File: config.mk
export PLATFORM = sky130hd
export DESIGN_NAME = ds18b20_sequencer
export DESIGN_NICKNAME = d
export VERILOG_FILES = /design/src/onewire_pkg.sv /design/src/ds18b20_sequencer.sv
export SDC_FILE = /design/constraint.sdc
export NUM_CORES = 1
export LEC_CHECK = 0
export ABC_AREA = 1
export BUFFER_PORTS_ARGS = -buffer_cell sky130_fd_sc_hd__buf_4
export CORE_UTILIZATION = 32
export DETAILED_ROUTE_END_ITERATION = 7
export HOLD_SLACK_MARGIN = 0.1
export SYNTH_ARGS = -nofsm -noshare
export SYNTH_HDL_FRONTEND = slang
export SYNTH_SLANG_ARGS = --single-unit
File: constraint.sdc
create_clock -name clk -period 2.38 [get_ports clk]
set_input_delay 0.357 -clock clk [delete_from_list [all_inputs] [get_ports clk]]
set_output_delay 0.357 -clock clk [all_outputs]
set_load 0.05 [all_outputs]
File: src/onewire_pkg.sv
package onewire_pkg;

  // ------------------------------------------------------------------
  // slot kinds handed from the sequencer to the slot engine
  // ------------------------------------------------------------------
  typedef enum logic [1:0] {
    SLOT_RESET  = 2'd0,                    // reset pulse + presence sample
    SLOT_WRITE0 = 2'd1,                    // long low
    SLOT_WRITE1 = 2'd2,                    // short low
    SLOT_READ   = 2'd3                     // short low, then sample
  } slot_op_t;

  // ------------------------------------------------------------------
  // bus timing in microseconds
  // ------------------------------------------------------------------
  localparam int T_RESET_LOW_US     = 500; // master reset low
  localparam int T_PRESENCE_US      = 100; // release to presence sample
  localparam int T_RESET_RECOVER_US = 400; // rest of the presence window

  localparam int T_WRITE_SLOT_US    = 80;  // long part of a write slot
  localparam int T_LOW_PULSE_US     = 1;   // start pulse
  localparam int T_READ_SAMPLE_US   = 10;  // release to read sample
  localparam int T_READ_RECOVER_US  = 55;  // rest of the read slot

  localparam int US_CNT_W           = 20;  // covers the 750 ms wait

  // ------------------------------------------------------------------
  // DS18B20 commands
  // ------------------------------------------------------------------
  localparam logic [7:0] CMD_SKIP_ROM     = 8'hCC;
  localparam logic [7:0] CMD_CONVERT_T    = 8'h44;
  localparam logic [7:0] CMD_READ_SCRATCH = 8'hBE;

  localparam int SCRATCH_BITS = 16;        // temperature LSB + MSB

  // scratchpad temperature word, 1/16 degree per LSB
  typedef struct packed {
    logic [4:0] sign_ext;                  // copies of the sign
    logic [6:0] int_part;                  // whole degrees
    logic [3:0] frac;                      // sixteenths
  } scratch_fields_t;

  // one word, read as a number or split into fields
  typedef union packed {
    logic [15:0]     raw;                  // two's complement
    scratch_fields_t fields;
  } scratch_word_t;

endpackage

File: src/ds18b20_sequencer.sv
`timescale 1ns/1ps

module ds18b20_sequencer import onewire_pkg::*; #(
  parameter int CONV_WAIT_US = 750000
) (
  input  logic          clk,
  input  logic          rst_n,
  input  logic          slot_ack,
  input  logic          rd_bit,
  input  logic          presence,
  input  logic          us_tick,
  output logic          slot_stb,
  output slot_op_t      slot_op,
  output logic          raw_valid,
  output scratch_word_t raw_word
);

  localparam int BIT_W = $clog2(SCRATCH_BITS);

  typedef enum logic [1:0] {
    PH_RESET,
    PH_WRITE,
    PH_WAIT,
    PH_READ
  } seq_phase_t;

  seq_phase_t          phase;
  logic [1:0]          cmd_idx;            // 0..3 -> CC 44 CC BE
  logic [7:0]          shift;              // command byte, LSB goes out first
  logic [BIT_W-1:0]    bit_cnt;
  logic [US_CNT_W-1:0] wait_cnt;
  logic [7:0]          cur_byte;
  logic [7:0]          next_byte;

  function automatic logic [7:0] cmd_byte(input logic [1:0] idx);
    case (idx)
      2'd1:    return CMD_CONVERT_T;
      2'd3:    return CMD_READ_SCRATCH;
      default: return CMD_SKIP_ROM;
    endcase
  endfunction

  function automatic slot_op_t bit_op(input logic b);
    return b ? SLOT_WRITE1 : SLOT_WRITE0;
  endfunction

  assign cur_byte  = cmd_byte(cmd_idx);
  assign next_byte = cmd_byte(cmd_idx + 2'd1);

  // ------------------------------------------------------------------
  // transaction FSM
  // ------------------------------------------------------------------
  always_ff @(posedge clk or negedge rst_n)
  begin
    if (!rst_n)
    begin
      phase     <= PH_RESET;
      cmd_idx   <= 2'd0;
      shift     <= '0;
      bit_cnt   <= '0;
      wait_cnt  <= '0;
      slot_stb  <= 1'b0;
      slot_op   <= SLOT_RESET;
      raw_valid <= 1'b0;
    end
    else
    begin
      raw_valid <= 1'b0;
      case (phase)
        PH_RESET:
          if (!slot_stb)
          begin
            slot_stb <= 1'b1;              // first request after reset
            slot_op  <= SLOT_RESET;
          end
          else if (slot_ack && presence)
          begin
            shift   <= cur_byte;
            bit_cnt <= '0;
            slot_op <= bit_op(cur_byte[0]);
            phase   <= PH_WRITE;
          end                              // no presence: same reset again
        PH_WRITE:
          if (slot_ack)
          begin
            if (bit_cnt == BIT_W'(7))
            begin
              bit_cnt <= '0;
              cmd_idx <= cmd_idx + 2'd1;
              case (cmd_idx)
                2'd1:
                begin
                  slot_stb <= 1'b0;        // bus idle during conversion
                  wait_cnt <= '0;
                  phase    <= PH_WAIT;
                end
                2'd3:
                begin
                  slot_op <= SLOT_READ;
                  phase   <= PH_READ;
                end
                default:
                begin
                  shift   <= next_byte;    // skip rom done, next command
                  slot_op <= bit_op(next_byte[0]);
                end
              endcase
            end
            else
            begin
              shift   <= shift >> 1;
              bit_cnt <= bit_cnt + 1'b1;
              slot_op <= bit_op(shift[1]);
            end
          end
        PH_WAIT:
          if (us_tick)
          begin
            if (wait_cnt == US_CNT_W'(CONV_WAIT_US - 1))
            begin
              slot_stb <= 1'b1;
              slot_op  <= SLOT_RESET;
              phase    <= PH_RESET;
            end
            else
              wait_cnt <= wait_cnt + 1'b1;
          end
        PH_READ:
          if (slot_ack)
          begin
            if (bit_cnt == BIT_W'(SCRATCH_BITS - 1))
            begin
              bit_cnt   <= '0;
              raw_valid <= 1'b1;           // word complete this cycle
              slot_op   <= SLOT_RESET;
              phase     <= PH_RESET;
            end
            else
              bit_cnt <= bit_cnt + 1'b1;
          end
        default:
          phase <= PH_RESET;
      endcase
    end
  end

  // read bits arrive LSB first, shift in from the top
  always_ff @(posedge clk)
  begin
    if (phase == PH_READ && slot_ack)
      raw_word.raw <= {rd_bit, raw_word.raw[15:1]};
  end

endmodule

==> results.yml <==
sta:
  finalHoldViolCount: 0
  skew_ps: 6.88
  timing.final.crit_share_pct: 78.1
  rsz0062_at_grt: "false"
  max_clock_freq_ghz: 0.538
  max-slew-margin-rel_pct: 64.8
  setup_tns_ps: 0
  hold_slack_ps: 217
  fin_ws_ps: 522
  drv_slew: 0
  fin_crit_ps: 1860
  worstMarginPinSlew_ps: 527
  setup_viol: 0
routing:
  drc: 0
  detail-route-antenna-nets: 0
  viasPerCell: 4.49
  routed_wl_um: 5940
  via_count: 2461
  wl_per_cell_um: 10.8
  drt_iter0_markers: 78
  first_pass_iters: 4
setup_path:
  startpoint_type: "register"
  worstPathCellList: "ha_1 -> nand3_1 -> nor2_1 -> nand3_1 -> nand2_2 -> a21oi_4 -> nand2_1 -> nand2_1"
  r2r_cells: 8
  endpoint_kind: "register"
  slowest_delay_ps: 460
  r2r_slack_ps: 520
  cp.arrival_ps: 2110
  r2r-end: "wait_cnt[4]"
  critPathKind: "register to register"
  cp_max_fo: 18
  slowest_stage: "dfrtp_1"
  r2r_start: "wait_cnt[0]"
  worstPathRequired_ps: 2630
yosys:
  ys_types: 37
  syn-cell-area_um2: 3060
  yosys-top-cells-area: "dfrtp_1, nand2_1, edfxtp_1, nor2_1, inv_1"
  ys_seq_area_share_pct: 47.6
  yosys_warnings: 0
  synth_top_area_share_pct: 31.9
  synth_area_leader_cell: "dfrtp_1"
  synth_cells: 389
  syn-num-nets: 404
  synth-seq-cells: 55
  avgSynthCellArea_um2: 7.86
final_layout:
  final_cell_mix: "nand2_1, nor2_1, dfrtp_1"
  n_antenna_cell: 0
  final_layout_size_suffix_gt1_share_pct: 11.7
  regArea_um2: 1460
  nNetsFinal: 433
  areaGrowthSynthToFinish_pct: 13.5
  multi_input_comb_area_um2: 1410
  final_common_cell: "nand2_1"
  fillers: 985
status:
  status: "complete, no violations"
global_routing:
  grt_pass1_vias: 2405
  grt_overflow: 0
  grt.total_usage_pct: 13.1
  grt_max_degree: 40
  antenna_found_initial: 0
  grt_pass1_wl_um: 10700
min_path:
  hold_class: "input pin to register"
  hold_start: "rd_bit"
  min_to: "raw_word[15]"
  whs_path_depth: 1
cts:
  insertion_delay_ps: 310
  numClockSinks: 55
  htree_levels: 2
  clockRootBuffer: "clkbuf_8"
  cts_buffers: 5
  cts_tree: "built"
  cts.clk_slew.worst_paths_ps: 100
  clk_path_buf_depth: 2
  cts_setup_buffers: 0
die:
  pin_count: 26
  die_area_um2: 9960
  fp.dieW_um: 99.8
  initial_core_util_pct: 33.1
  num_rows: 35
  die_h_um: 99.8
  coreArea_um2: 9240
power:
  leakage_nw: 1.61
  p_per_area_nw_per_um2: 842
  ir_drop_mv: 0.672
place:
  dp_slack_ps: 537
  hpwl_um: 4350
  portBuffers: 25
  gp_congestion: 0.862
run:
  drv_cap: 0
[cell type report]
| type | count | share of cell area [%] |
|---|---|---|
| clock buffers | 5 | 1.98 |
| clock inverters | 3 | 0.649 |
| inverters | 35 | 3.86 |
| multi-input cells | 292 | 40.6 |
| flip-flops and latches | 55 | 41.9 |
| well taps | 129 | 4.65 |
| repair buffers | 29 | 6.34 |
[registers in the layout, summed over array words and instances (netlist names)]
register,count
raw_valid,1
slot_op,2
bit_cnt,4
slot_stb,1
phase,2
shift,7
wait_cnt,20
raw_word,16
cmd_idx,2
[worst max-delay path, delay by kind of cell, from the launching register on]
kind            cells  cell delay, ps
simple gates        6             580
fa+ha+maj           1             290
flops               1             460
compound gates      1             460
[how the worst max path moves through the flow]
stage / slack, ps / to / start / depth (start not counted)
after global routing: 270 / wait_cnt[14] / wait_cnt[0] / 10
after detailed placement: 540 / wait_cnt[4] / wait_cnt[0] / 8
after CTS: 510 / wait_cnt[4] / wait_cnt[0] / 8
final: 520 / wait_cnt[4] / wait_cnt[0] / 8
after global placement: 600 / wait_cnt[1] / wait_cnt[0] / 10
after floorplan: 670 / raw_word[0] / phase[0] / 3
[repair_timing]
item | CTS | global route
setup endpoints to repair | 0 | 0
hold endpoints to repair | 39 | 0
hold buffers | 1 | 0
gates resized for setup | 0 | 0
[cells in the mapped netlist, drive strengths merged]
library cell,instances
nor2,62
o221ai,1
a21oi,4
nand3,21
nor3b,2
xnor2,3
inv,34
and2,1
buf,7
a211oi,3
o21ai,17
nand2,150
nand3b,1
ha,9
or2,1
dfrtp,39
xor2,7
edfxtp,16
a22oi,1
o22ai,1
clkinv,1
o211ai,1
nor3,3
nand4,3
o21bai,1
[report_power, final]
part           internal, mW  switching [mW]  leakage [nW]
clock                 0.212           0.326        0.0485
combinational         0.325           0.759         0.906
sequential             1.15           0.153         0.657
[through the flow]
step                area (um2)  power (mW)  std cells  util, %
global route              3470        3.16        548     37.6
CTS                       3470        2.96        548     37.6
global placement          3370        2.40        539     36.5
floorplan                 3060        2.17        389        -
detailed placement        3370        2.42        539     36.5
finish                    3470        2.92        548     37.6
[layer usage]
metal  part of all wire (%)  vias to the layer above  track usage, %
li1                       -                     1284               -
met1                     49                     1135            17.5
met2                     47                       34            21.9
met3                    2.8                        8            2.51
met4                    1.2                        0            3.51
met5                      0                        -               0
[cell families (layout without fill, tap and decap cells)]
logic type	count (synthesis)	after routing	synth area share (%)
buffers and inverters	42	72	6.34
DFF	55	55	47.6
xor gates and xnor gates	10	10	2.86
adders and majority gates	9	9	3.68
AOI/OAI and AO/OA	29	29	5.77
and+or+nand+nor	244	244	33.7
Note: power is estimated with default switching activity, not from simulation.
