## src/onewire_pkg.sv

```systemverilog
package onewire_pkg;

  // ------------------------------------------------------------------
  // slot kinds handed from the sequencer to the slot engine
  // ------------------------------------------------------------------
  typedef enum logic [1:0] {
    SLOT_RESET  = 2'd0,                    // reset pulse + presence sample
    SLOT_WRITE0 = 2'd1,                    // long low
    SLOT_WRITE1 = 2'd2,                    // short low
    SLOT_READ   = 2'd3                     // short low, then sample
  } slot_op_t;

  // ------------------------------------------------------------------
  // bus timing in microseconds
  // ------------------------------------------------------------------
  localparam int T_RESET_LOW_US     = 500; // master reset low
  localparam int T_PRESENCE_US      = 100; // release to presence sample
  localparam int T_RESET_RECOVER_US = 400; // rest of the presence window

  localparam int T_WRITE_SLOT_US    = 80;  // long part of a write slot
  localparam int T_LOW_PULSE_US     = 1;   // start pulse
  localparam int T_READ_SAMPLE_US   = 10;  // release to read sample
  localparam int T_READ_RECOVER_US  = 55;  // rest of the read slot

  localparam int US_CNT_W           = 20;  // covers the 750 ms wait

  // ------------------------------------------------------------------
  // DS18B20 commands
  // ------------------------------------------------------------------
  localparam logic [7:0] CMD_SKIP_ROM     = 8'hCC;
  localparam logic [7:0] CMD_CONVERT_T    = 8'h44;
  localparam logic [7:0] CMD_READ_SCRATCH = 8'hBE;

  localparam int SCRATCH_BITS = 16;        // temperature LSB + MSB

  // scratchpad temperature word, 1/16 degree per LSB
  typedef struct packed {
    logic [4:0] sign_ext;                  // copies of the sign
    logic [6:0] int_part;                  // whole degrees
    logic [3:0] frac;                      // sixteenths
  } scratch_fields_t;

  // one word, read as a number or split into fields
  typedef union packed {
    logic [15:0]     raw;                  // two's complement
    scratch_fields_t fields;
  } scratch_word_t;

endpackage

```

## src/temp_formatter.sv

```systemverilog
`timescale 1ns/1ps

module temp_formatter import onewire_pkg::*; (
  input  logic          clk,
  input  logic          rst_n,
  input  logic          raw_valid,
  input  scratch_word_t raw_word,
  output logic [15:0]   temperature,
  output logic          temp_valid
);

  logic          neg;
  scratch_word_t mag;
  logic [7:0]    frac_x10;
  logic          clamp;
  logic [3:0]    tens;
  logic [3:0]    units;
  logic [3:0]    tenths;

  // ------------------------------------------------------------------
  // magnitude and decimal split
  // ------------------------------------------------------------------
  assign neg = raw_word.raw[15];

  always_comb
  begin
    if (neg)
      mag.raw = ~raw_word.raw + 16'd1;     // two's complement negate
    else
      mag.raw = raw_word.raw;
  end

  assign frac_x10 = {4'd0, mag.fields.frac} * 8'd10;

  // anything past 99 degrees, including -128, saturates
  assign clamp = (mag.fields.sign_ext != 5'd0) || (mag.fields.int_part > 7'd99);

  always_comb
  begin
    if (clamp)
    begin
      tens   = 4'd9;
      units  = 4'd9;
      tenths = 4'd9;
    end
    else
    begin
      tens   = 4'(mag.fields.int_part / 7'd10);
      units  = 4'(mag.fields.int_part % 7'd10);
      tenths = frac_x10[7:4];              // x10/16, rounded down
    end
  end

  // ------------------------------------------------------------------
  // output register
  // ------------------------------------------------------------------
  always_ff @(posedge clk or negedge rst_n)
  begin
    if (!rst_n)
    begin
      temperature <= 16'h0000;
      temp_valid  <= 1'b0;
    end
    else
    begin
      temp_valid <= raw_valid;
      if (raw_valid)
        temperature <= {3'b000, neg, tens, units, tenths};
    end
  end

endmodule

```

## config.mk

```make
export PLATFORM = sky130hd
export DESIGN_NAME = temp_formatter
export DESIGN_NICKNAME = d
export VERILOG_FILES = /design/src/onewire_pkg.sv /design/src/temp_formatter.sv
export SDC_FILE = /design/constraint.sdc
export NUM_CORES = 1
export LEC_CHECK = 0
export ABC_AREA = 1
export BUFFER_PORTS_ARGS = -buffer_cell sky130_fd_sc_hd__buf_2
export CAP_MARGIN = 5
export CELL_PAD_IN_SITES_DETAIL_PLACEMENT = 2
export CELL_PAD_IN_SITES_GLOBAL_PLACEMENT = 2
export CORE_UTILIZATION = 29
export DETAILED_ROUTE_END_ITERATION = 8
export GPL_TIMING_DRIVEN = 1
export PLACE_DENSITY_LB_ADDON = 0.25
export SYNTH_ARGS = -nofsm -noshare
export SYNTH_HDL_FRONTEND = slang
export SYNTH_SLANG_ARGS = --single-unit
```

## constraint.sdc

```tcl
create_clock -name clk -period 0.98 [get_ports clk]
set_clock_uncertainty 0.05 [all_clocks]
set_input_delay 0.049 -clock clk [delete_from_list [all_inputs] [get_ports clk]]
set_output_delay 0.049 -clock clk [all_outputs]
set_load 0.1 [all_outputs]
```

==> impl_metrics.tcl, run 1 <==
set metrics [dict create \
    chipHeight_microns 74.14 \
    async_flop_share_pct 100.0 \
    stop_error "[ERROR DPL-0033] detailed placement checks failed during check placement." \
    start_util_pct 31.12 \
    io_pins 36 \
    synth.distinct_cells 37 \
    yosys_register_bits 14 \
    yosys.area.top_type_share_pct 23.22 \
    synth_edf_count 0 \
    synth_area_leaders "dfrtp_1, nand2_1, inv_1, nand2_2, ha_1" \
    die_w_microns 74.14 \
    placementRows 25 \
    synth_common_cells "nand2_1, inv_1, nand2_2, nand3_1" \
    ys.flop_type "dfrtp_1" \
    place.port_buffers 32 \
    haltStage "3_5_place_dp" \
    yosys_warnings 0 \
    syn_area_sq_um 1509 \
    synth_top_area_cell "dfrtp_1" \
    avgSynthCellArea_sq_um 6.677 \
    synth_most_common_cell "nand2_1" \
    synth_seq_area_share_pct 23.22 \
    dp_hpwl_microns 6725 \
    synthCells 226 \
    gp_congestion 0.8293 \
    outcome "stopped before the end" \
]
[cell families after synthesis]
group           share of synthesized area (%)
xor+xnor                                3.483
compound gates                          12.02
fa+ha+maj                               7.131
flops                                   23.22
buf+inv                                 11.19
simple gates                            42.70
other cells                            0.2485
[metrics by stage]
step	TNS, ns	setup slack (ns)
after global placement	-17.03	-1.801
after floorplan	-13.03	-1.590
==> run 2, diff against run 1 <==
CELL_PAD_IN_SITES_DETAIL_PLACEMENT = not set   (was 2)
CELL_PAD_IN_SITES_GLOBAL_PLACEMENT = not set   (was 2)
CORE_UTILIZATION = 25   (was 29)
PLACE_DENSITY_LB_ADDON = 0.15   (was 0.25)
==> impl_metrics.tcl, run 2 <==
set metrics [dict create \
    outcome "complete, but fails checks" \
    violations "negative setup slack" \
    hold_start "raw_valid" \
    drt_iter0_drc 62 \
    dp_cells 384 \
    reg2reg_from "temperature[9]$_DFFE_PN0P_" \
    cts-root-buf "clkbuf_8" \
    grt_pass1_vias 1709 \
    place.port_buffers 32 \
    n_antenna_cell 0 \
    r2r-end "temperature[9]$_DFFE_PN0P_" \
    routed_wl_microns 4266 \
    yosys.area.top_type_share_pct 23.22 \
    cpMostUsedCell "nand2_2" \
    synth_edf_count 0 \
    cts_tree "built" \
    syn2layout_area_growth_pct 99.09 \
    synth_area_leaders "dfrtp_1, nand2_1, inv_1, nand2_2, ha_1" \
    placed_area_sq_um 2526 \
    clkPwrFrac_pct 18.7 \
    final_antenna_net_count 0 \
    cp_slowest_cell "and2_4" \
    io_pins 36 \
    placementRows 27 \
    postLayoutCellArea_sq_um 3004 \
    fin_crit_ns 2.521 \
    die_area_sq_um 6351 \
    core-area_sq_um 5675 \
    synth_common_cells "nand2_1, inv_1, nand2_2, nand3_1" \
    pre_cts_slack_ns -1.861 \
    grt_pass1_wl_microns 7134 \
    rrSetupSlack_ns 0.17 \
    period_share_pct 257.2 \
    netSwitchingFraction_pct 40.67 \
    instances_no_fill 414 \
    vias 1751 \
    vias_per_cell 4.229 \
    post-route-drc-count 0 \
    wl_per_cell_microns 10.30 \
    die_w_microns 79.69 \
    drive_above_1_share_pct 67.25 \
    grt-ovfl-total 0 \
    top_regs "temperature: 13 flops, temp_valid: 1 flops" \
    max_cap_viol_count 0 \
    gp_congestion 0.7553 \
    ys.flop_type "dfrtp_1" \
    intPower_mw 1.789 \
    avgSynthCellArea_sq_um 6.677 \
    insertion_delay_ns 0.25 \
    start_util_pct 26.59 \
    hold_violations 0 \
    htreeDepth 1 \
    hold_end "temp_valid$_DFF_PN0_" \
    cpPeakStageDelay_ns 0.22 \
    drv_slew 0 \
    p_leak_nw 1.442 \
    grt_setup_unrepaired "yes" \
    end_kind "flop" \
    antenna_found_initial 0 \
    min_path_type "in -> reg" \
    timing.final.ws_setup_ns -1.541 \
    yosys_register_bits 14 \
    finalSetupTns_ns -13.06 \
    cts_buffer_depth 2 \
    numClockSinks 14 \
    p_comb_share_pct 60.3 \
    grt_max_degree 15 \
    yosys_warnings 0 \
    fmax_mhz 396.7 \
    clkTransAtPathRegs_ns 0.06 \
    pwr-share-seq_pct 21.0 \
    drt_pass1_iterations 4 \
    synth.distinct_cells 37 \
    synth_most_common_cell "nand2_1" \
    chipHeight_microns 79.69 \
    worstPathArrival_ns 2.65 \
    holdPathStages 2 \
    grt_use_total_pct 14.02 \
    r2r.worst_path.cells 1 \
    largest_register_ffs 13 \
    final_common_cell "buf_4" \
    synth_top_area_cell "dfrtp_1" \
    num-fill-cells 551 \
    cp.required_ns 1.11 \
    finalNetCount 370 \
    vdd_ir_drop_max_mv 0.4801 \
    dp_hpwl_microns 3400 \
    regMostFlops "temperature" \
    syn_area_sq_um 1509 \
    p_per_area_nw_per_um2 1004 \
    criticalPathCategory "in -> reg" \
    cp_max_fo 4 \
    setup_viol 12 \
    synth_seq_area_share_pct 23.22 \
    numCtsBuffers 3 \
    async_flop_share_pct 100.0 \
    cp-start-kind "input port" \
    final_cell_mix "buf_4, nand2_1, nand2_2" \
    p_switching_mw 1.226 \
    synthCells 226 \
]
-- run 2: timing repair --
item | in CTS | in global routing
hold buffers | 1 | 0
buffers inserted | 18 | 7
resized for setup | 21 | 44
pin swaps | 36 | 36
hold endpoints to repair | 14 | 0
setup endpoints to repair | 12 | 12
-- run 2: critical path: cells and delay by family --
family,cells,cell delay (ns)
simple gates,17,1.53
fa+ha+maj,3,0.44
compound gates,3,0.33
buf+inv,5,0.31
-- run 2: logic make-up (layout without fill, tap and decap cells) --
logic type      count (synthesis)  count (layout)  share of synthesized area [%]
compound gates                 30              30                          12.02
xor+xnor                        6               6                          3.483
fa+ha+maj                       8               8                          7.131
buf+inv                        41             155                          11.19
flops                          14              14                          23.22
other cells                     1               3                         0.2485
simple gates                  126             126                          42.70
-- run 2: how the worst max path moves through the flow --
stage / from / endpoint / slack [ns] / cells past startpoint
2_1_floorplan: raw_word[1] / temperature[6]$_DFFE_PN0P_ / -1.59 / 31
3_3_place_gp: raw_word[0] / temperature[6]$_DFFE_PN0P_ / -1.84 / 31
4_1_cts: raw_word[1] / temperature[6]$_DFFE_PN0P_ / -1.54 / 30
5_1_grt: raw_word[2] / temperature[6]$_DFFE_PN0P_ / -1.80 / 31
3_5_place_dp: raw_word[0] / temperature[6]$_DFFE_PN0P_ / -1.86 / 32
6_report: raw_word[0] / temperature[6]$_DFFE_PN0P_ / -1.54 / 28
-- run 2: area by class of cell --
cell class	count	area, sq um	share of cell area, %
Clock buffer	4	55.05	1.833
Multi-Input combinational cell	173	1265	42.11
Inverter	35	165.2	5.498
Tap cell	72	90.09	2.999
Sequential cell	14	367.9	12.24
Timing Repair Buffer	116	1061	35.32
-- run 2: routing by layer --
metal	global-route usage (%)	up-vias	part of all wire [%]
met4	2.727	0	0.73
met1	17.56	767	45
met5	0	-	0
met3	1.486	5	2.3
met2	25.64	28	52
li1	-	951	-
-- run 2: per-stage QoR --
step / total power [mW] / util, % / hold WS, ns
2_1_floorplan: 1.623 / - / -0.2966
3_3_place_gp: 2.202 / 44.51 / -0.08746
3_5_place_dp: 2.206 / 44.51 / -0.08513
4_1_cts: 2.891 / 49.32 / 0.03358
5_1_grt: 3.224 / 52.93 / 0.04372
6_report: 3.015 / 52.93 / 0.03494
-- run 2: power by group through the flow --
stage          registers (mW)  clock network (mW)  logic, mW
6_report                0.633               0.563       1.82
5_1_grt                 0.636               0.612       1.98
4_1_cts                 0.634               0.570       1.69
3_5_place_dp            0.644                   0       1.56
3_3_place_gp            0.643                   0       1.56
2_1_floorplan           0.807                   0      0.816
Note: power is estimated with default switching activity, not from simulation.
==> run 3, diff against run 2 <==
CTS_BUF_LIST = sky130_fd_sc_hd__clkbuf_8   (was not set)
TNS_END_PERCENT = 5   (was not set)
==> impl_metrics.tcl, run 3 (same netlist as run 2, synthesis figures left out) <==
set metrics [dict create \
    outcome "complete, but fails checks" \
    violations "negative setup slack" \
    multiInputGateArea_sq_um 1196 \
    vias 1714 \
    dp_hpwl_microns 3374 \
    cpMostUsedCell "nand2_2" \
    r2r-end "temperature[9]$_DFFE_PN0P_" \
    vdd_ir_drop_max_mv 0.5702 \
    period_share_pct 253.4 \
    insertion_delay_ns 0.25 \
    cts_buffer_depth 2 \
    final_antenna_net_count 0 \
    drive_above_1_share_pct 58.21 \
    fmax_mhz 402.7 \
    routed_wl_microns 4023 \
    cpPeakStageDelay_ns 0.17 \
    grt-ovfl-total 0 \
    cts_tree "built" \
    cp.required_ns 1.07 \
    fin_crit_ns 2.483 \
    cp_slowest_cell "and2_4" \
    wl_per_cell_microns 9.885 \
    r2r.worst_path.cells 1 \
    seq_area_sq_um 350.3 \
    endpoint "temperature[6]$_DFFE_PN0P_" \
    antenna_found_initial 0 \
    rrSetupSlack_ns 0.18 \
    min_path_type "in -> reg" \
    final_cell_mix "buf_4, nand2_1, nand2_2" \
    syn2layout_area_growth_pct 87.81 \
    numCtsBuffers 3 \
    n_antenna_cell 0 \
    start_util_pct 26.59 \
    timing.final.ws_setup_ns -1.503 \
    regMostFlops "temperature" \
    grt_use_total_pct 13.62 \
    placementRows 27 \
    worstPathArrival_ns 2.57 \
    cp-start-kind "input port" \
    num-fill-cells 562 \
    io_pins 36 \
    core-area_sq_um 5675 \
    final_common_cell "buf_4" \
    gp_congestion 0.7845 \
    die_w_microns 79.69 \
    grt_max_degree 15 \
    hold_violations 0 \
    die_area_sq_um 6351 \
    chipHeight_microns 79.69 \
    numClockSinks 14 \
    top_regs "temperature: 13 flops, temp_valid: 1 flops" \
    largest_register_ffs 13 \
    grt_pass1_wl_microns 6851 \
    p_per_area_nw_per_um2 1026 \
    finalSetupTns_ns -12.62 \
    drv_slew 0 \
    place.port_buffers 32 \
    drt_pass1_iterations 4 \
    cts-root-buf "clkbuf_8" \
    fin_util_pct 49.93 \
    setup_viol 12 \
    grt_pass1_vias 1613 \
    vias_per_cell 4.211 \
    pre_cts_slack_ns -1.882 \
    grt_setup_unrepaired "yes" \
    reg2reg_from "temperature[9]$_DFFE_PN0P_" \
    post-route-drc-count 0 \
    startpoint "raw_word[2]" \
    power_mw 2.908 \
    end_kind "flop" \
    max_cap_viol_count 0 \
    clkTransAtPathRegs_ns 0.06 \
    criticalPathCategory "in -> reg" \
    p_leak_nw 1.404 \
    cp_max_fo 4 \
    drt_iter0_drc 45 \
    htreeDepth 1 \
    finalNetCount 363 \
]
==> run 3: how the worst min path moves through the flow <==
stage	startpoint	to	slack, ns	depth (start not counted)
2_1_floorplan	rst_n	temp_valid$_DFF_PN0_	-0.30	0
3_3_place_gp	rst_n	temp_valid$_DFF_PN0_	-0.09	1
3_5_place_dp	rst_n	temp_valid$_DFF_PN0_	-0.09	1
4_1_cts	raw_valid	temp_valid$_DFF_PN0_	0.04	2
5_1_grt	raw_valid	temp_valid$_DFF_PN0_	0.06	2
6_report	raw_valid	temp_valid$_DFF_PN0_	0.04	2
==> run 3: per-stage QoR <==
step           area, sq um  std cells  hold slack [ns]
5_1_grt               2834        407          0.05784
4_1_cts               2784        406          0.03671
3_3_place_gp          2539        389         -0.08513
6_report              2834        407          0.04030
2_1_floorplan         1643        228          -0.2966
3_5_place_dp          2539        389         -0.08682
==> run 3: repair_timing <==
| item | CTS | global route |
|---|---|---|
| buffers inserted | 12 | 1 |
| hold buffers | 1 | 0 |
| hold endpoints to repair | 14 | 0 |
| pin swaps | 29 | 11 |
| resized for setup | 31 | 14 |
| setup endpoints to repair | 12 | 13 |
==> run 3: worst max-delay path: cells and delay by family <==
family | cells | cell delay (ns)
compound gates | 2 | 0.14
buf+inv | 5 | 0.34
simple gates | 21 | 1.75
fa+ha+maj | 2 | 0.28
==> run 3: final cells by class <==
cell class / instances / area share, %
Inverter: 35 / 5.651
Tap cell: 72 / 3.179
Clock buffer: 4 / 1.943
Timing Repair Buffer: 109 / 34.66
Sequential cell: 14 / 12.36
Multi-Input combinational cell: 173 / 42.21
==> run 3: where the power goes <==
part           internal [mW]  switching [mW]  total (mW)
clock network          0.356           0.211       0.567
registers              0.602          0.0270       0.629
logic                  0.774           0.938        1.71
total                   1.73            1.18        2.91
==> run 3: metal layers <==
layer	global-route usage, %	share of wire [%]
met4	4.364	1.2
met3	1.029	2.0
met1	16.82	46
met5	0	0
met2	24.70	51
