--- src/onewire_pkg.sv ---
package onewire_pkg;

  // ------------------------------------------------------------------
  // slot kinds handed from the sequencer to the slot engine
  // ------------------------------------------------------------------
  typedef enum logic [1:0] {
    SLOT_RESET  = 2'd0,                    // reset pulse + presence sample
    SLOT_WRITE0 = 2'd1,                    // long low
    SLOT_WRITE1 = 2'd2,                    // short low
    SLOT_READ   = 2'd3                     // short low, then sample
  } slot_op_t;

  // ------------------------------------------------------------------
  // bus timing in microseconds
  // ------------------------------------------------------------------
  localparam int T_RESET_LOW_US     = 500; // master reset low
  localparam int T_PRESENCE_US      = 100; // release to presence sample
  localparam int T_RESET_RECOVER_US = 400; // rest of the presence window

  localparam int T_WRITE_SLOT_US    = 80;  // long part of a write slot
  localparam int T_LOW_PULSE_US     = 1;   // start pulse
  localparam int T_READ_SAMPLE_US   = 10;  // release to read sample
  localparam int T_READ_RECOVER_US  = 55;  // rest of the read slot

  localparam int US_CNT_W           = 20;  // covers the 750 ms wait

  // ------------------------------------------------------------------
  // DS18B20 commands
  // ------------------------------------------------------------------
  localparam logic [7:0] CMD_SKIP_ROM     = 8'hCC;
  localparam logic [7:0] CMD_CONVERT_T    = 8'h44;
  localparam logic [7:0] CMD_READ_SCRATCH = 8'hBE;

  localparam int SCRATCH_BITS = 16;        // temperature LSB + MSB

  // scratchpad temperature word, 1/16 degree per LSB
  typedef struct packed {
    logic [4:0] sign_ext;                  // copies of the sign
    logic [6:0] int_part;                  // whole degrees
    logic [3:0] frac;                      // sixteenths
  } scratch_fields_t;

  // one word, read as a number or split into fields
  typedef union packed {
    logic [15:0]     raw;                  // two's complement
    scratch_fields_t fields;
  } scratch_word_t;

endpackage

--- src/onewire_slot_engine.sv ---
`timescale 1ns/1ps

module onewire_slot_engine import onewire_pkg::*; #(
  parameter int CLKS_PER_US = 50
) (
  input  logic     clk,
  input  logic     rst_n,
  input  logic     slot_stb,
  input  slot_op_t slot_op,
  input  logic     bus_in,
  output logic     slot_ack,
  output logic     rd_bit,
  output logic     presence,
  output logic     bus_low,
  output logic     us_tick
);

  localparam int DIV_W = (CLKS_PER_US > 1) ? $clog2(CLKS_PER_US) : 1;

  typedef enum logic [2:0] {
    ST_IDLE,
    ST_LOW,
    ST_RELEASE,
    ST_SAMPLE,
    ST_RECOVER
  } phase_t;

  phase_t              state;
  slot_op_t            op_q;               // op of the running slot
  logic [DIV_W-1:0]    div_cnt;
  logic [US_CNT_W-1:0] us_cnt;             // ticks seen in this phase
  logic [US_CNT_W-1:0] phase_len;
  logic                phase_done;
  logic                bus_meta;
  logic                bus_sync;

  // ------------------------------------------------------------------
  // microsecond tick, free running
  // ------------------------------------------------------------------
  always_ff @(posedge clk or negedge rst_n)
  begin
    if (!rst_n)
    begin
      div_cnt <= '0;
      us_tick <= 1'b0;
    end
    else if (div_cnt == DIV_W'(CLKS_PER_US - 1))
    begin
      div_cnt <= '0;
      us_tick <= 1'b1;
    end
    else
    begin
      div_cnt <= div_cnt + 1'b1;
      us_tick <= 1'b0;
    end
  end

  // released line idles high
  always_ff @(posedge clk or negedge rst_n)
  begin
    if (!rst_n)
    begin
      bus_meta <= 1'b1;
      bus_sync <= 1'b1;
    end
    else
    begin
      bus_meta <= bus_in;
      bus_sync <= bus_meta;
    end
  end

  // length of the current phase, per slot kind
  always_comb
  begin
    phase_len = '0;
    case (state)
      ST_LOW:
        case (op_q)
          SLOT_RESET:  phase_len = US_CNT_W'(T_RESET_LOW_US);
          SLOT_WRITE0: phase_len = US_CNT_W'(T_WRITE_SLOT_US);
          default:     phase_len = US_CNT_W'(T_LOW_PULSE_US);
        endcase
      ST_RELEASE:
        case (op_q)
          SLOT_RESET:  phase_len = US_CNT_W'(T_PRESENCE_US);
          SLOT_WRITE0: phase_len = US_CNT_W'(T_LOW_PULSE_US);
          SLOT_WRITE1: phase_len = US_CNT_W'(T_WRITE_SLOT_US);
          default:     phase_len = US_CNT_W'(T_READ_SAMPLE_US);
        endcase
      ST_RECOVER:
        if (op_q == SLOT_RESET)
          phase_len = US_CNT_W'(T_RESET_RECOVER_US);
        else
          phase_len = US_CNT_W'(T_READ_RECOVER_US);
      default:
        phase_len = '0;
    endcase
  end

  // one extra tick so a phase never runs short of its length
  assign phase_done = us_tick && (us_cnt == phase_len);

  // ------------------------------------------------------------------
  // slot phase FSM
  // ------------------------------------------------------------------
  always_ff @(posedge clk or negedge rst_n)
  begin
    if (!rst_n)
    begin
      state    <= ST_IDLE;
      op_q     <= SLOT_RESET;
      us_cnt   <= '0;
      bus_low  <= 1'b0;
      slot_ack <= 1'b0;
      rd_bit   <= 1'b0;
      presence <= 1'b0;
    end
    else
    begin
      slot_ack <= 1'b0;
      if (us_tick)
        us_cnt <= us_cnt + 1'b1;
      case (state)
        ST_IDLE:
          if (slot_stb && !slot_ack)       // no start in our own ack cycle
          begin
            op_q    <= slot_op;
            us_cnt  <= '0;
            bus_low <= 1'b1;
            state   <= ST_LOW;
          end
        ST_LOW:
          if (phase_done)
          begin
            us_cnt  <= '0;
            bus_low <= 1'b0;               // release, pull-up takes over
            state   <= ST_RELEASE;
          end
        ST_RELEASE:
          if (phase_done)
          begin
            us_cnt <= '0;
            if (op_q == SLOT_WRITE0 || op_q == SLOT_WRITE1)
            begin
              slot_ack <= 1'b1;
              state    <= ST_IDLE;
            end
            else
              state <= ST_SAMPLE;
          end
        ST_SAMPLE:
        begin
          if (op_q == SLOT_RESET)
            presence <= ~bus_sync;         // device pulls low
          else
            rd_bit <= bus_sync;
          us_cnt <= '0;
          state  <= ST_RECOVER;
        end
        ST_RECOVER:
          if (phase_done)
          begin
            slot_ack <= 1'b1;
            state    <= ST_IDLE;
          end
        default:
          state <= ST_IDLE;
      endcase
    end
  end

endmodule

--- config.mk ---
export PLATFORM = sky130hd
export DESIGN_NAME = onewire_slot_engine
export DESIGN_NICKNAME = d
export VERILOG_FILES = /design/src/onewire_pkg.sv /design/src/onewire_slot_engine.sv
export SDC_FILE = /design/constraint.sdc
export NUM_CORES = 1
export LEC_CHECK = 0
export BUFFER_PORTS_ARGS = -buffer_cell sky130_fd_sc_hd__buf_2
export CAP_MARGIN = 20
export CORE_MARGIN = 2
export CORE_UTILIZATION = 55
export DETAILED_ROUTE_END_ITERATION = 16
export PLACE_DENSITY_LB_ADDON = 0.2
export RECOVER_POWER = 25
export REMOVE_ABC_BUFFERS = 1
export SKIP_CTS_REPAIR_TIMING = 1
export SYNTH_ARGS = -nofsm -noshare
export SYNTH_HDL_FRONTEND = slang
export SYNTH_SLANG_ARGS = --single-unit
--- constraint.sdc ---
create_clock -name clk -period 2.5 [get_ports clk]
set_input_delay 0.125 -clock clk [delete_from_list [all_inputs] [get_ports clk]]
set_output_delay 0.125 -clock clk [all_outputs]
set_load 0.03 [all_outputs]
==> results_dict.tcl, run 1 <==
set metrics [dict create \
    violations "capacitance limit, slew limit, setup timing" \
    worst_pin_slew_ns 1.98 \
    syn_inst 228 \
    dieArea_um2 4560 \
    rsz0062_at_grt "true" \
    route.vias.total 1824 \
    area_delta_synth_final_pct 26.7 \
    drive_gt1_share_pct 30.7 \
    synth_compound_area_share_pct 12.9 \
    cts_tree "built" \
    antenna_found_initial 0 \
    syn_avg_cell_area_um2 9.75 \
    finalInstanceArea_um2 2820 \
    grt_pass1_wl_um 7910 \
    cts_buffers 5 \
    finalCritPeriodShare_pct 103 \
    clk_latency_ns 0.30 \
    fp.dieW_um 67.6 \
    yosysWarnings 0 \
    dr.pass1.iters 4 \
    cts.sinks 38 \
    crit_required_ns 2.73 \
    crit_path_end_kind "flop" \
    cp_slowest_cell "or4_4" \
    drv_cap 1 \
    finalSetupViolations 24 \
    fin_cells 314 \
    fmax_ghz 0.389 \
    finalHoldViolCount 0 \
    crit_path_cell_trace "inv_2 -> ha_4 -> or3b_4 -> a21oi_2 -> xor2_1 -> or4_4 -> or4_4 -> a21oi_2" \
    r2r-start "op_q[0]$_DFFE_PN0P_" \
    slew_headroom_pct -32.0 \
    track_usage_pct 23.6 \
    initial_core_util_pct 56.4 \
    ys.flop_type "dfrtp_1" \
    arrival_ns 2.80 \
    skew_ns 0.00959 \
    report.final.slew_viol_count 39 \
    yosys-top-cells-area "dfrtp_1 41%, xor2_1 6.3%, a31oi_1 5.6%, ha_1 5.1%, xnor2_1 3.9%" \
    r2r_end "state[1]$_DFFE_PN0P_" \
    diodes 0 \
    core-area_um2 3940 \
    io_buffers 10 \
    place.gp.congestion 0.854 \
    dp_hpwl_um 3390 \
    ys_ff_latch 38 \
    via_per_inst 5.81 \
    path_class "flop to flop" \
    syn_area_um2 2220 \
    vdd_ir_drop_max_uv 627 \
    grt-ovfl-total 0 \
    drc_errors 0 \
    startpoint_type "flop" \
    core.rowCount 23 \
    synth_edf_count 0 \
    muxShareOfSynthArea_pct 2.31 \
    dp_cells 303 \
    clk_pin_slew_ns 0.08 \
    synthXorXnorAreaFrac_pct 10.2 \
    status "finished with violations" \
    drt_iter0_drc 81 \
    yosys.area_share.simple_pct 21.6 \
    grt_pass1_vias 1681 \
    grt_start_max_net_pins 39 \
    drt-wirelength-per-cell_um 15.9 \
    finalPower_mw 2.29 \
    cp-startpoint "op_q[0]$_DFFE_PN0P_" \
    place_area_um2 2500 \
    synthDistinctLibCells 48 \
    wl_um 4990 \
    hp-class "input port to flop" \
    fin_crit_ns 2.57 \
    power_density_nw_per_um2 815 \
    nets 278 \
    path_max_fanout 6 \
    synth_top_area_share_pct 40.5 \
    synth_fa_ha_area_share_pct 5.07 \
    synth_seq_area_share_pct 42.9 \
    ant_nets 0 \
    dieHeight_um 67.6 \
    setup_slack_ns -0.0683 \
    root_buffer "clkbuf_8" \
    async_flop_share_pct 100 \
    yosysTopAreaCell "dfrtp_1" \
    htree_num_levels 2 \
    num_io_pins 11 \
    r2r_cells 8 \
    crit_end "state[1]$_DFFE_PN0P_" \
    slowest_delay_ns 0.59 \
    cts.path.max_buffers 2 \
    synth_top_family_by_area "simple AND/OR/NAND/NOR gates" \
    cellLeakagePower_nw 1.19 \
    timing.reg2reg.setup_slack_ns -0.07 \
]
-- Yosys cell counts (all sizes together) (7+ instances only) --
library cell and count:
nor2 12, a31oi 20, buf 7, dfrtp 36, clkbuf 8, a21oi 8, ha 9, nand3 12
nand2 14, xor2 16, o21ai 7, nand4 8, xnor2 10, inv 9
-- worst max-delay path, delay by kind of cell (launching register included) --
family                   cells  cell delay [ns]
adder cells (fa/ha/maj)      1             0.17
AND/OR/NAND/NOR              3             1.47
buffers and inverters        1             0.08
flip-flops                   1             0.38
XOR/XNOR                     1             0.09
AO/OA/AOI/OAI                2             0.31
-- power breakdown --
group / switching, mW / leakage, nW / total, mW / internal, mW
combinational: 0.377 / 0.634 / 0.814 / 0.436
clock: 0.219 / 0.0683 / 0.619 / 0.400
sequential: 0.140 / 0.484 / 0.862 / 0.723
-- state kept, by name (all words and copies together), names as in the netlist --
register  cells
us_cnt       20
op_q          2
rd_bit        1
bus_sync      1
div_cnt       6
presence      1
slot_ack      1
us_tick       1
bus_meta      1
state         3
bus_low       1
-- area by class of cell --
class                   instances  area [µm²]
well taps                      50        62.6
clock buffers                   5        68.8
multi-input cells             166        1290
flip-flops and latches         38         955
repair buffers                 43         340
clock inverters                 3        68.8
fillers                       296        1130
inverters                       9        33.8
-- how the worst min path moves through the flow --
stage	from	slack, ns	cells past startpoint	end
6_report	slot_op[1]	0.05	3	op_q[1]$_DFFE_PN0P_
4_1_cts	bus_in	-0.09	1	bus_meta$_DFF_PN1_
3_5_place_dp	bus_in	0.23	1	bus_meta$_DFF_PN1_
5_1_grt	slot_op[1]	0.08	3	op_q[1]$_DFFE_PN0P_
2_1_floorplan	rst_n	-0.17	0	bus_low$_DFFE_PN0P_
3_3_place_gp	bus_in	0.23	1	bus_meta$_DFF_PN1_
-- routing by layer --
metal  track usage (%)  vias to the layer above  routed length (µm)
met4              9.44                        0                  53
li1                  -                      896                   -
met1              31.9                      889                2340
met2              37.3                       35                2440
met3              4.83                        4                 159
met5                 0                        -                   0
-- through the flow --
step                      util [%]  setup slack, ns  hold WS, ns  setup TNS (ns)
final                         71.4          -0.0683       0.0473          -0.604
after global routing          71.4           -0.144       0.0793           -2.53
after CTS                     66.8           -0.195      -0.0892           -3.27
after detailed placement      63.3           -0.182        0.231           -2.83
after global placement        63.3           -0.112        0.230           -1.20
after floorplan                  -           -0.579       -0.171          -11.80
-- cell usage in the layout, fill, tap and decap left out, types with 7 or more instances in the layout --
master and n:
nand4_1 8, a31oi_1 20, buf_2 9, buf_4 27, nand3_1 12, dfrtp_1 35, nand2_1 13, xnor2_1 10
xor2_1 16, inv_1 7, nor2_1 12
-- cell families after synthesis --
kind of cell / Yosys count
muxes: 5
xor gates and xnor gates: 26
and+or+nand+nor: 82
adders and majority gates: 9
DFF: 38
AOI/OAI and AO/OA: 44
buffers and inverters: 24
No activity file was read; power rests on OpenSTA's default activity.
==> inputs of run 2 (changes only) <==
--- a/config.mk
+++ b/config.mk
@@ -5,6 +5,7 @@
 export SDC_FILE = /design/constraint.sdc
 export NUM_CORES = 1
 export LEC_CHECK = 0
+export ABC_AREA = 1
 export BUFFER_PORTS_ARGS = -buffer_cell sky130_fd_sc_hd__buf_2
 export CAP_MARGIN = 20
 export CORE_MARGIN = 2
==> run 2 against run 1 <==
The run now ends clean. Routed wire length is 2.7% lower. Die area is 10% higher. Critical path depth is 6 higher. Clock skew is 0.00083 ns lower. Sequential power is 28% lower. Sequential share of layout area is 1.1 points higher. Clock-buffer cell count is 1 higher. Non-clock buffer count is 28 lower. Critical endpoint is now us_cnt[0]$_DFF_PN0_.
==> results_dict.tcl, run 2 <==
set metrics [dict create \
    yosysWarnings 0 \
    finalCritPeriodShare_pct 85.2 \
    crit_required_ns 2.67 \
    regMostFlops "us_cnt" \
    cts.path.max_buffers 2 \
    dp_cells 384 \
    synth_seq_area_share_pct 38.7 \
    root_buffer "clkbuf_8" \
    area_delta_synth_final_pct 10.6 \
    antenna_found_initial 0 \
    num_io_pins 11 \
    ys_ff_latch 38 \
    post-place-ws_ns 0.403 \
    slew_headroom_pct 44.8 \
    status "finished, final reports clean" \
    initial_core_util_pct 57.0 \
    synth_edf_count 0 \
    dr.pass1.iters 4 \
    route.vias.total 2067 \
    fp.dieW_um 71.0 \
    path_class "flop to flop" \
    hp-class "input port to flop" \
    clk_latency_ns 0.29 \
    cts_tree "built" \
    synth_top_area_share_pct 36.5 \
    ys.flop_type "dfrtp_1" \
    dieArea_um2 5040 \
    clk_pin_slew_ns 0.07 \
    finalSetupViolations 0 \
    wl_um 4860 \
    top_regs "us_cnt (20), div_cnt (6), state (3)" \
    fin_cells 394 \
    most-common-layout-cells "79 x nand2_1, 44 x inv_1, 36 x dfrtp_1, 27 x nand3_1, 26 x nor2_1" \
    io_buffers 10 \
    cts.sinks 38 \
    crit_path_end_kind "flop" \
    syn_avg_cell_area_um2 7.56 \
    drt-wirelength-per-cell_um 12.3 \
    cp_top_family "simple AND/OR/NAND/NOR gates" \
    core-area_um2 4320 \
    via_per_inst 5.25 \
    core.rowCount 24 \
    nets 356 \
    fin_crit_ns 2.13 \
    cts_buffers 5 \
    grt_pass1_wl_um 8350 \
    mostFrequentLayoutCell "nand2_1" \
    startpoint_type "flop" \
    dp_hpwl_um 3610 \
    drc_errors 0 \
    rsz0062_at_grt "false" \
    dieHeight_um 71.0 \
    finalHoldViolCount 0 \
    crit_path_cell_trace "inv_1 -> ha_1 -> nor2_1 -> inv_1 -> nand3_1 -> nand3_1 -> nand2_1 -> inv_1 -> nand3_1 -> nor2_1 -> nand2_2 -> nand2_2 -> buf_12 -> a21oi_1" \
    fin_setup_tns_ns 0 \
    drt_iter0_drc 210 \
    cellLeakagePower_nw 1.34 \
    drv_cap 0 \
    syn_area_um2 2470 \
    arrival_ns 2.30 \
    setup_slack_ns 0.369 \
    skew_ns 0.00876 \
    synth_most_common_cell "nand2_1" \
    syn_inst 326 \
    largest_reg_flops 20 \
    nFillCells 400 \
    track_usage_pct 20.8 \
    drive_gt1_share_pct 13.7 \
    grt_pass1_vias 1865 \
    place.gp.congestion 0.966 \
    slowest_delay_ns 0.40 \
    worst_pin_slew_ns 0.828 \
    yosysTopAreaCell "dfrtp_1" \
    report.final.slew_viol_count 0 \
    async_flop_share_pct 100 \
    power_density_nw_per_um2 485 \
    path_max_fanout 20 \
    htree_num_levels 2 \
    synth_commonest_cells "79 x nand2_1, 44 x inv_1, 36 x dfrtp_1" \
    synthDistinctLibCells 32 \
    grt_start_max_net_pins 39 \
    grt-ovfl-total 0 \
    fmax_ghz 0.469 \
    cp_slowest_cell "dfrtp_1" \
    ant_nets 0 \
    diodes 0 \
    vdd_ir_drop_max_uv 378 \
    yosys-top-cells-area "dfrtp_1 37%, nand2_1 12%, inv_1 6.7%, nand3_1 5.5%, xor2_1 5.0%" \
    cp_num_buf_inv 4 \
]
-- run 2: changes by cell type after synthesis, sizes merged, moves of 5 or more --
cell    previous run  this run
xnor2             10         3
clkbuf             8         2
inv                9        47
o21ai              7        12
nand4              8        15
nor2              12        29
a21oi              8        21
nand2             14        84
a31oi             20         0
nand3             12        29
-- run 2: logic make-up (layout without fill, tap and decap cells) --
group           Yosys count  in the layout  synth area share [%]
compound gates           36             36                  9.08
xor+xnor                 17             17                  6.04
fa+ha+maj                 9              9                  4.57
buf+inv                  54             70                  9.18
flops                    38             38                  38.7
simple gates            172            172                  32.5
-- run 2: tightest hold or removal path: stages --
cell and delay [ns]:
buf_2 0.08, nand2_1 0.04, o21ai_0 0.07
-- run 2: final timing paths --
kind                                         to                 from  cells past startpoint  slack, ns
hold reg to reg              bus_sync$_DFF_PN1_   bus_meta$_DFF_PN1_                      0       0.36
setup / recovery            us_cnt[0]$_DFF_PN0_  op_q[1]$_DFFE_PN0P_                     14       0.37
max in group asynchronous   us_cnt[6]$_DFF_PN0_                rst_n                      2       1.50
setup reg to reg            us_cnt[0]$_DFF_PN0_  op_q[1]$_DFFE_PN0P_                     14       0.37
hold / removal              op_q[0]$_DFFE_PN0P_           slot_op[0]                      3       0.07
min in group asynchronous  state[0]$_DFFE_PN0P_                rst_n                      2       0.46
-- run 2: area by class of cell --
| type | instances | area (µm²) | share of cell area (%) |
|---|---|---|---|
| Sequential cell | 38 | 953 | 35.0 |
| Timing Repair Buffer | 15 | 100 | 3.67 |
| Inverter | 47 | 176 | 6.47 |
| Clock buffer | 6 | 82.6 | 3.03 |
| Multi-Input combinational cell | 234 | 1290 | 47.3 |
| Tap cell | 52 | 65.1 | 2.39 |
| Clock inverter | 2 | 60.1 | 2.20 |
-- run 2: metal layers --
layer  global-route usage [%]  vias up  share of wire, %
li1                         -     1078                 -
met1                     30.0      948                51
met2                     31.4       36                44
met3                     4.42        5               3.8
met4                     6.71        0               1.0
met5                        0        -                 0
-- run 2: per-stage QoR --
step,cell area (µm²),power (mW),util (%),hold slack [ns]
after global placement,2570,0.683,59.4,0.231
after floorplan,2420,0.660,-,-0.171
after CTS,2710,1.33,62.7,-0.0749
after global routing,2730,1.37,63.1,0.0837
final,2730,1.32,63.1,0.0707
after detailed placement,2570,0.685,59.4,0.231
-- run 2: where the power goes --
| part | internal (mW) | switching [mW] | leakage, nW |
|---|---|---|---|
| sequential | 0.620 | 0.00311 | 0.499 |
| combinational | 0.0160 | 0.0350 | 0.769 |
| clock | 0.426 | 0.223 | 0.0714 |
==> inputs of run 3 (changes only) <==
--- a/config.mk
+++ b/config.mk
@@ -9,12 +9,13 @@
 export BUFFER_PORTS_ARGS = -buffer_cell sky130_fd_sc_hd__buf_2
 export CAP_MARGIN = 20
 export CORE_MARGIN = 2
-export CORE_UTILIZATION = 55
+export CORE_UTILIZATION = 65
 export DETAILED_ROUTE_END_ITERATION = 16
-export PLACE_DENSITY_LB_ADDON = 0.2
+export PLACE_DENSITY = 0.84
 export RECOVER_POWER = 25
 export REMOVE_ABC_BUFFERS = 1
 export SKIP_CTS_REPAIR_TIMING = 1
+export SLEW_MARGIN = 20
 export SYNTH_ARGS = -nofsm -noshare
 export SYNTH_HDL_FRONTEND = slang
 export SYNTH_SLANG_ARGS = --single-unit
==> constraint.sdc (replaced) <==
create_clock -name clk -period 2.62 [get_ports clk]
set_input_delay 0.131 -clock clk [delete_from_list [all_inputs] [get_ports clk]]
set_output_delay 0.131 -clock clk [all_outputs]
set_load 0.03 [all_outputs]
==> run 3 against run 2 <==
The run now ends with capacitance limit, slew limit left. Via count rose by 3.4%. Fmax shrank 9.1%. Clock skew down 0.0049 ns. Final cell count decreased by 1.5%. Critical path type unchanged. Critical endpoint is now us_cnt[15]$_DFF_PN0_.
==> results_dict.tcl, run 3 (synthesized netlist as in run 2, its figures left out) <==
set metrics [dict create \
    io_buffers 10 \
    status "finished with violations" \
    worst_pin_slew_ns 2.00 \
    r2r_cells 12 \
    top_regs "us_cnt (20), div_cnt (6), state (3)" \
    diodes 0 \
    dieHeight_um 65.6 \
    grt_pass1_vias 1985 \
    dieArea_um2 4300 \
    power_density_nw_per_um2 401 \
    mostFrequentLayoutCell "nand2_1" \
    timing.reg2reg.setup_slack_ns 0.28 \
    antenna_found_initial 0 \
    route.vias.total 2138 \
    crit_path_end_kind "flop" \
    clk_pin_slew_ns 0.07 \
    hp-start "slot_op[0]" \
    grt_pass1_wl_um 8800 \
    place.gp.congestion 0.876 \
    rsz0062_at_grt "false" \
    drc_errors 0 \
    fin_crit_ns 2.34 \
    vdd_ir_drop_max_uv 384 \
    multi_input_area_um2 1290 \
    core-area_um2 3660 \
    switching_power_mw 0.242 \
    path_class "flop to flop" \
    fin_hold_ws_ns 0.0600 \
    most-common-layout-cells "79 x nand2_1, 44 x inv_1, 36 x dfrtp_1, 27 x nand3_1, 26 x nor2_1" \
    track_usage_pct 26.5 \
    cellLeakagePower_nw 1.32 \
    finalCritPeriodShare_pct 89.4 \
    grt-ovfl-total 0 \
    drive_gt1_share_pct 14.1 \
    initial_core_util_pct 67.4 \
    path_max_fanout 20 \
    finalInstanceArea_um2 2650 \
    htree_num_levels 2 \
    largest_reg_flops 20 \
    r2r_end "us_cnt[15]$_DFF_PN0_" \
    drt-wirelength-per-cell_um 13.0 \
    finalSetupViolations 0 \
    swShare_pct 22.8 \
    root_buffer "clkbuf_8" \
    dp_hpwl_um 3590 \
    p_int_mw 0.818 \
    startpoint_type "flop" \
    worstHoldPathCells 3 \
    hold_end "op_q[0]$_DFFE_PN0P_" \
    drt_iter0_drc 180 \
    nFillCells 300 \
    dr.pass1.iters 5 \
    seqPwrFrac_pct 56.1 \
    place_area_um2 2540 \
    ant_nets 0 \
    slew_headroom_pct -33.1 \
    fin_setup_tns_ns 0 \
    finalHoldViolCount 0 \
    regMostFlops "us_cnt" \
    cts.sinks 38 \
    clk_latency_ns 0.29 \
    violations "capacitance limit, slew limit" \
    drv_cap 1 \
    arrival_ns 2.50 \
    cts_buffers 5 \
    skew_ns 0.00388 \
    cts.path.max_buffers 2 \
    hp-class "input port to flop" \
    fp.dieW_um 65.6 \
    area_delta_synth_final_pct 7.26 \
    comb_power_share_pct 4.5 \
    num_io_pins 11 \
    via_per_inst 5.51 \
    r2r-start "op_q[0]$_DFFE_PN0P_" \
    crit_required_ns 2.77 \
    report.final.slew_viol_count 39 \
    power.share.clock_pct 39.4 \
    wl_um 5030 \
    grt_start_max_net_pins 39 \
    nets 354 \
    fmax_ghz 0.427 \
    finalPower_mw 1.06 \
    core.rowCount 22 \
    register_area_um2 953 \
    cts_tree "built" \
]
-- run 3: cell types whose count changed in the layout (fill, tap and decap cells not counted), sizes merged --
cell | before | now
clkinv | 0 | 1
dlygate4sd3 | 2 | 1
bufinv | 2 | 0
clkbuf | 10 | 8
buf | 9 | 11
-- run 3: critical path, stage by stage, from the launching register on --
cell	delay, ns
dfrtp_1	0.40
inv_1	0.11
ha_1	0.27
nor2_1	0.18
nand3_1	0.14
nand3_1	0.11
nand2_1	0.05
nand2_1	0.10
nand2_1	0.06
nor2_1	0.12
nand2_2	0.11
nand2_2	0.41
a21oi_1	0.14
-- run 3: per-stage QoR --
step	setup slack (ns)	utilization, %	std cells
finish	0.276	72.2	388
global route	0.0402	72.2	388
CTS	0.311	72.0	387
detailed placement	0.310	69.5	379
global placement	0.411	69.5	379
floorplan	0.509	-	319
-- run 3: worst max-delay path by stage --
| stage | depth (start not counted) | start | to |
|---|---|---|---|
| finish | 12 | op_q[0]$_DFFE_PN0P_ | us_cnt[15]$_DFF_PN0_ |
| global route | 13 | op_q[1]$_DFFE_PN0P_ | us_cnt[1]$_DFF_PN0_ |
| CTS | 12 | op_q[0]$_DFFE_PN0P_ | us_cnt[15]$_DFF_PN0_ |
| detailed placement | 12 | op_q[0]$_DFFE_PN0P_ | us_cnt[15]$_DFF_PN0_ |
| global placement | 13 | op_q[0]$_DFFE_PN0P_ | us_cnt[11]$_DFF_PN0_ |
| floorplan | 4 | slot_ack$_DFF_PN0_ | us_cnt[0]$_DFF_PN0_ |
-- run 3: layout make-up --
type,instances,share of cell area [%]
repair buffers,13,2.79
well taps,48,2.27
flip-flops and latches,38,36.0
clock buffers,7,3.26
clock inverters,1,0.189
inverters,47,6.67
multi-input cells,234,48.8
-- run 3: power groups by stage --
stage | Sequential (mW) | Clock, mW | Combinational, mW
2_1_floorplan | 0.607 | 0 | 0.0231
3_3_place_gp | 0.606 | 0 | 0.0463
3_5_place_dp | 0.606 | 0 | 0.0470
4_1_cts | 0.595 | 0.423 | 0.0474
5_1_grt | 0.595 | 0.449 | 0.0551
6_report | 0.595 | 0.417 | 0.0478
-- run 3: per-layer routing --
metal	track usage, %	share of wire [%]
met1	37.0	46
met2	42.1	46
met3	5.31	5.3
met4	7.55	1.8
met5	0	0
